===== config.mk =====
export PLATFORM = sky130hd
export DESIGN_NAME = ddr_burst_ctrl
export DESIGN_NICKNAME = d
export VERILOG_FILES = /design/src/ddr_bus_pkg.sv /design/src/ddr_ctrl_pkg.sv /design/src/ddr_burst_ctrl.sv
export VERILOG_INCLUDE_DIRS = /design/src /design/src/src
export SDC_FILE = /design/constraint.sdc
export NUM_CORES = 1
export LEC_CHECK = 0
export ABC_AREA = 1
export CORE_UTILIZATION = 55
export DETAILED_ROUTE_END_ITERATION = 12
export DONT_BUFFER_PORTS = 1
export HOLD_SLACK_MARGIN = 0.03
export PLACE_DENSITY_LB_ADDON = 0.12
export REMOVE_ABC_BUFFERS = 1
export SLEW_MARGIN = 20
export SYNTH_ARGS = -nofsm -noshare
export SYNTH_HDL_FRONTEND = slang
export SYNTH_SLANG_ARGS = --single-unit

===== constraint.sdc =====
create_clock -name clk -period 1.73 [get_ports clk]
set_input_delay 0.0865 -clock clk [delete_from_list [all_inputs] [get_ports clk]]
set_output_delay 0.0865 -clock clk [all_outputs]
set_load 0.05 [all_outputs]

===== src/ddr_config.svh =====
`ifndef DDR_CONFIG_SVH
`define DDR_CONFIG_SVH

// Data path
`define DDR_WORD_W 64
`define DDR_BE_W 8

// Request address as seen by the master
`define DDR_ADDR_W 29

// Only the low address bits select a stored word, so the upper ones alias
`define DDR_MEM_AW 10

// Burst length field
`define DDR_BURST_W 8

// Edges from accept to first read beat
`define DDR_READ_LATENCY 16

// Idle cycles between accept slots
`define DDR_ACCEPT_PERIOD 8

`endif


===== src/ddr_bus_pkg.sv =====
`default_nettype none
`include "ddr_config.svh"

package ddr_bus_pkg;

    // One 64-bit data word
    typedef logic [`DDR_WORD_W-1:0] word_t;

    // Bit i enables byte i of a word
    typedef logic [`DDR_BE_W-1:0] be_t;

    // Full request address
    typedef logic [`DDR_ADDR_W-1:0] addr_t;

    // Index of a stored word
    typedef logic [`DDR_MEM_AW-1:0] mem_addr_t;

    // Number of beats in a burst
    typedef logic [`DDR_BURST_W-1:0] burst_t;

endpackage

`default_nettype wire


===== src/ddr_ctrl_pkg.sv =====
`default_nettype none

package ddr_ctrl_pkg;

    // Burst controller states
    typedef enum logic [1:0] {
        ST_IDLE  = 2'd0,
        ST_WRITE = 2'd1,
        ST_WAIT  = 2'd2,
        ST_READ  = 2'd3
    } ctrl_state_t;

endpackage

`default_nettype wire


===== src/ddr_burst_ctrl.sv =====
`timescale 1ns/1ps
`default_nettype none
`include "ddr_config.svh"

module ddr_burst_ctrl (
    input  wire                          clk,
    input  wire                          rst_n,
    input  wire                          rd,
    input  wire                          we,
    input  wire ddr_bus_pkg::addr_t      addr,
    input  wire ddr_bus_pkg::burst_t     burstcnt,
    output logic                         busy,
    output logic                         dout_ready,
    output ddr_bus_pkg::mem_addr_t       mem_addr,
    output logic                         mem_wr
);

    localparam int WIN_W = $clog2(`DDR_ACCEPT_PERIOD);
    localparam int LAT_W = $clog2(`DDR_READ_LATENCY);

    // Last window count before it wraps to the accept slot
    localparam logic [WIN_W-1:0] WIN_LAST = WIN_W'(`DDR_ACCEPT_PERIOD - 1);

    // Loaded at accept, so the first beat lands on edge DDR_READ_LATENCY
    localparam logic [LAT_W-1:0] LAT_LOAD = LAT_W'(`DDR_READ_LATENCY - 1);

    ddr_ctrl_pkg::ctrl_state_t state;
    logic [WIN_W-1:0]          win_cnt;
    logic [LAT_W-1:0]          lat_cnt;
    ddr_bus_pkg::burst_t       beats_left;
    logic                      accept;
    logic                      last_beat;

    // Requests are only taken in the idle slot of the window
    assign busy      = !((state == ddr_ctrl_pkg::ST_IDLE) && (win_cnt == '0));
    assign accept    = (rd || we) && !busy;
    assign last_beat = (beats_left == ddr_bus_pkg::burst_t'(1));

    assign mem_wr     = (state == ddr_ctrl_pkg::ST_WRITE);
    assign dout_ready = (state == ddr_ctrl_pkg::ST_READ);

    // Free-running window, starts at 1 so reset itself is not an accept slot
    always_ff @(posedge clk or negedge rst_n) begin
        if (!rst_n) begin
            win_cnt <= WIN_W'(1);
        end else if (win_cnt == WIN_LAST) begin
            win_cnt <= '0;
        end else begin
            win_cnt <= win_cnt + WIN_W'(1);
        end
    end

    always_ff @(posedge clk or negedge rst_n) begin
        if (!rst_n) begin
            state      <= ddr_ctrl_pkg::ST_IDLE;
            lat_cnt    <= '0;
            beats_left <= '0;
        end else begin
            case (state)
                ddr_ctrl_pkg::ST_IDLE: begin
                    if (accept) begin
                        beats_left <= burstcnt;
                        // Read wins when both lines are raised
                        if (rd) begin
                            lat_cnt <= LAT_LOAD;
                            state   <= ddr_ctrl_pkg::ST_WAIT;
                        end else begin
                            state <= ddr_ctrl_pkg::ST_WRITE;
                        end
                    end
                end
                ddr_ctrl_pkg::ST_WAIT: begin
                    if (lat_cnt == '0) begin
                        state <= ddr_ctrl_pkg::ST_READ;
                    end else begin
                        lat_cnt <= lat_cnt - LAT_W'(1);
                    end
                end
                ddr_ctrl_pkg::ST_WRITE,
                ddr_ctrl_pkg::ST_READ: begin
                    // One beat per cycle until the count runs out
                    if (last_beat) begin
                        state <= ddr_ctrl_pkg::ST_IDLE;
                    end else begin
                        beats_left <= beats_left - ddr_bus_pkg::burst_t'(1);
                    end
                end
                default: begin
                    state <= ddr_ctrl_pkg::ST_IDLE;
                end
            endcase
        end
    end

    // Word pointer, wraps at the top of the array
    always_ff @(posedge clk) begin
        if (accept) begin
            mem_addr <= addr[`DDR_MEM_AW-1:0];
        end else if (mem_wr || dout_ready) begin
            mem_addr <= mem_addr + ddr_bus_pkg::mem_addr_t'(1);
        end
    end

endmodule

`default_nettype wire


==> impl_metrics.yaml <==
grt:
  antenna_found_initial: 0
  grt_pass1_vias: 1406
  grt_max_degree: 18
  grt_overflow_total: 0
  grt.total_usage: 0.230
  grt_pass1_wl_um: 6020
pwr:
  p_int_mw: 1.90
  switching_power_mw: 1.99
  power_frac_comb: 0.590
  p_sw_frac: 0.511
  p_seq_frac: 0.341
  peakVddDrop_mv: 0.793
  p_leak_nw: 1.02
  powerDensity_nw_per_um2: 1850
  clkPwrFrac: 0.070
synth:
  syn_avg_cell_area_um2: 7.88
  synth_mux_area_frac: 0.00647
  synth_xor_area_frac: 0.0151
  synth_top_family_by_area: "simple AND/OR/NAND/NOR gates"
  yosys.area.top_type: "dfrtp_1"
  yosysUniqueCellTypes: 32
  synth-simple-area-share: 0.315
  synth_fa_ha_area_frac: 0.0503
  synth_cells: 221
  syn_area_um2: 1740
  ys_warn_count: 0
  ys_seq_area_frac: 0.417
  synth-compound-area-share: 0.114
  netlist.area_leader.share: 0.230
  ys_ff_latch: 27
  synthTopCellsByArea: "dfrtp_1, edfxtp_1, nand2_1"
routing:
  drt_first_pass_iters: 4
  met3_length_um: 86
  drtAntennaViolNets: 0
  first_iter_violations: 88
  wl_um: 3420
  wl_per_cell_um: 11.4
  dr_wl_met2_um: 1760
  vias: 1514
  wl_met1_um: 1540
  drc: 0
  viasPerCell: 5.06
  top_layer_used: "met4"
final_layout:
  area.growth.synth_to_final_pct: 20.9
  nets: 304
  layout-drive-gt1-share: 0.184
  n_antenna_cell: 0
  final_cell_area_um2: 2110
  utilization: 0.695
placement:
  pre_cts_ws_ns: 0.148
  place_congestion: 0.805
  dp_hpwl_um: 2500
  io_buffers: 0
  placed_area_um2: 1890
timing:
  slew_viol_final: 0
  worst_slack_ns: 0.134
  post-route-period-util: 0.923
  fin_crit_ns: 1.60
  finalSetupViolCount: 0
  rsz0062_at_grt: "false"
  worstMarginPinSlew_ns: 0.785
  relSlewSlack: 0.475
  fin_skew_ns: 0.00256
  hold_violations: 0
  max_freq_ghz: 0.626
die:
  core_area_um2: 3030
  die_y_um: 58.3
  die_w_um: 58.3
  die_area_um2: 3400
  num_io_pins: 54
  start_util: 0.575
  num_rows: 20
setup_path:
  crit_chain: "inv_1, ha_1, inv_1, nor2_2, nand3_2, mux2_2"
  r2r_cells: 6
  worstSetupStartpointType: "flip-flop"
  reg2reg_slack_ns: 0.13
  worstPathArrival_ns: 1.69
  worstSetupEndpointType: "flip-flop"
  required_ns: 1.82
  crit_slowest_cell: "dfstp_2"
  crit_start: "win_cnt[0]"
  r2r_start: "win_cnt[0]"
  criticalPathCategory: "reg2reg"
  r2r_end: "mem_addr[1]"
  critical_path.endpoint: "mem_addr[1]"
  critPathMaxFanout: 5
  critPathMaxStageDelay_ns: 0.58
  crit_path_frequent_cell: "inv_1"
clocking:
  cts.sinks: 27
  clockBufferDepth: 2
  cts_tree: "built"
  cts_made_buffers: 3
  post_cts_buffers: 0
  clockRootBuffer: "clkbuf_4"
  htree_num_levels: 1
  insertion_delay_ns: 0.32
  clkTransAtPathRegs_ns: 0.14
run:
  maxCapViolCount: 0
status:
  status: "finished, final reports clean"
hold_path:
  hold_class: "in2reg"
  hold_path_depth: 2
per-layer routing:
layer | global-route usage | vias to the layer above
met1 | 0.295 | 686
met4 | 0.0612 | 0
met3 | 0.0268 | 4
li1 | - | 793
met5 | 0 | -
met2 | 0.409 | 31
kinds of logic after synthesis:
| group | after synthesis |
|---|---|
| adder cells (fa/ha/maj) | 7 |
| XOR/XNOR | 3 |
| AND/OR/NAND/NOR | 117 |
| buffers and inverters | 35 |
| flip-flops | 27 |
| multiplexers | 1 |
| AO/OA/AOI/OAI | 31 |
power by group through the flow:
stage               combinational, mW  sequential [mW]  clock [mW]
finish                           2.30             1.33       0.271
detailed placement               2.26             1.34           0
floorplan                        1.29             1.75           0
global placement                 2.19             1.31           0
global route                     2.58             1.38       0.307
CTS                              2.30             1.32       0.280
layout make-up:
class,instances,area (um2)
fill,257,922
sequential,27,727
inverter,30,113
timing repair buffer,35,310
clock buffer,4,26.3
tap,44,55.1
multi-input combinational,159,875
synth_stat cells, drive strengths merged:
| master | count |
|---|---|
| o21a | 1 |
| dfstp | 1 |
| a21boi | 1 |
| a21oi | 4 |
| o21bai | 1 |
| dfrtp | 16 |
| nor2 | 26 |
| xor2 | 3 |
| inv | 30 |
| nand2 | 58 |
| ha | 7 |
| o22ai | 1 |
| clkbuf | 1 |
| or2 | 4 |
| o21ai | 20 |
| mux2 | 1 |
| nand3 | 23 |
| buf | 4 |
| a31oi | 3 |
| edfxtp | 10 |
| nor3b | 1 |
| nand4 | 5 |
worst max-delay path: cells and delay by family, from the launching register on:
family                   cells  cell delay (ns)
flip-flops                   1             0.58
multiplexers                 1             0.34
adder cells (fa/ha/maj)      1             0.18
AND/OR/NAND/NOR              2             0.17
buffers and inverters        2             0.10
how the worst min path moves through the flow:
| stage | start | end | slack, ns |
|---|---|---|---|
| after floorplan | rst_n | beats_left[0] | -0.21 |
| after global placement | rst_n | win_cnt[2] | -0.21 |
| after detailed placement | rst_n | win_cnt[2] | -0.21 |
| after CTS | addr[6] | mem_addr[6] | 0.03 |
| after global routing | addr[6] | mem_addr[6] | 0.03 |
| final | addr[6] | mem_addr[6] | 0.03 |
metrics by stage:
stage | hold WS, ns | power (mW) | instances | setup TNS [ns]
global placement | -0.209 | 3.51 | 276 | 0
floorplan | -0.209 | 3.04 | 216 | -0.0261
detailed placement | -0.209 | 3.59 | 276 | 0
global route | 0.0319 | 4.26 | 299 | 0
finish | 0.0334 | 3.89 | 299 | 0
CTS | 0.0340 | 3.91 | 298 | 0
placed cells by master (no fill, tap or decap), drive strengths merged, types with 3 or more instances in the layout:
cell type and n:
a21oi 4, a31oi 3, buf 16, clkbuf 4, dfrtp 16, dlygate4sd3 19
edfxtp 10, ha 7, inv 30, nand2 58, nand3 23, nand4 5
nor2 26, o21ai 20, or2 4, xor2 3
state kept, by name, summed over array words and instances, names as in the netlist:
name        cells
beats_left      8
lat_cnt         4
mem_addr       10
state           2
win_cnt         3
timing repair:
item / in CTS / in global routing
endpoints found under the setup margin: 0 / 1
hold endpoints to repair: 34 / 1
hold buffers: 18 / 1
gates resized for setup: 0 / 1
Power figures use the tool's default switching activity.
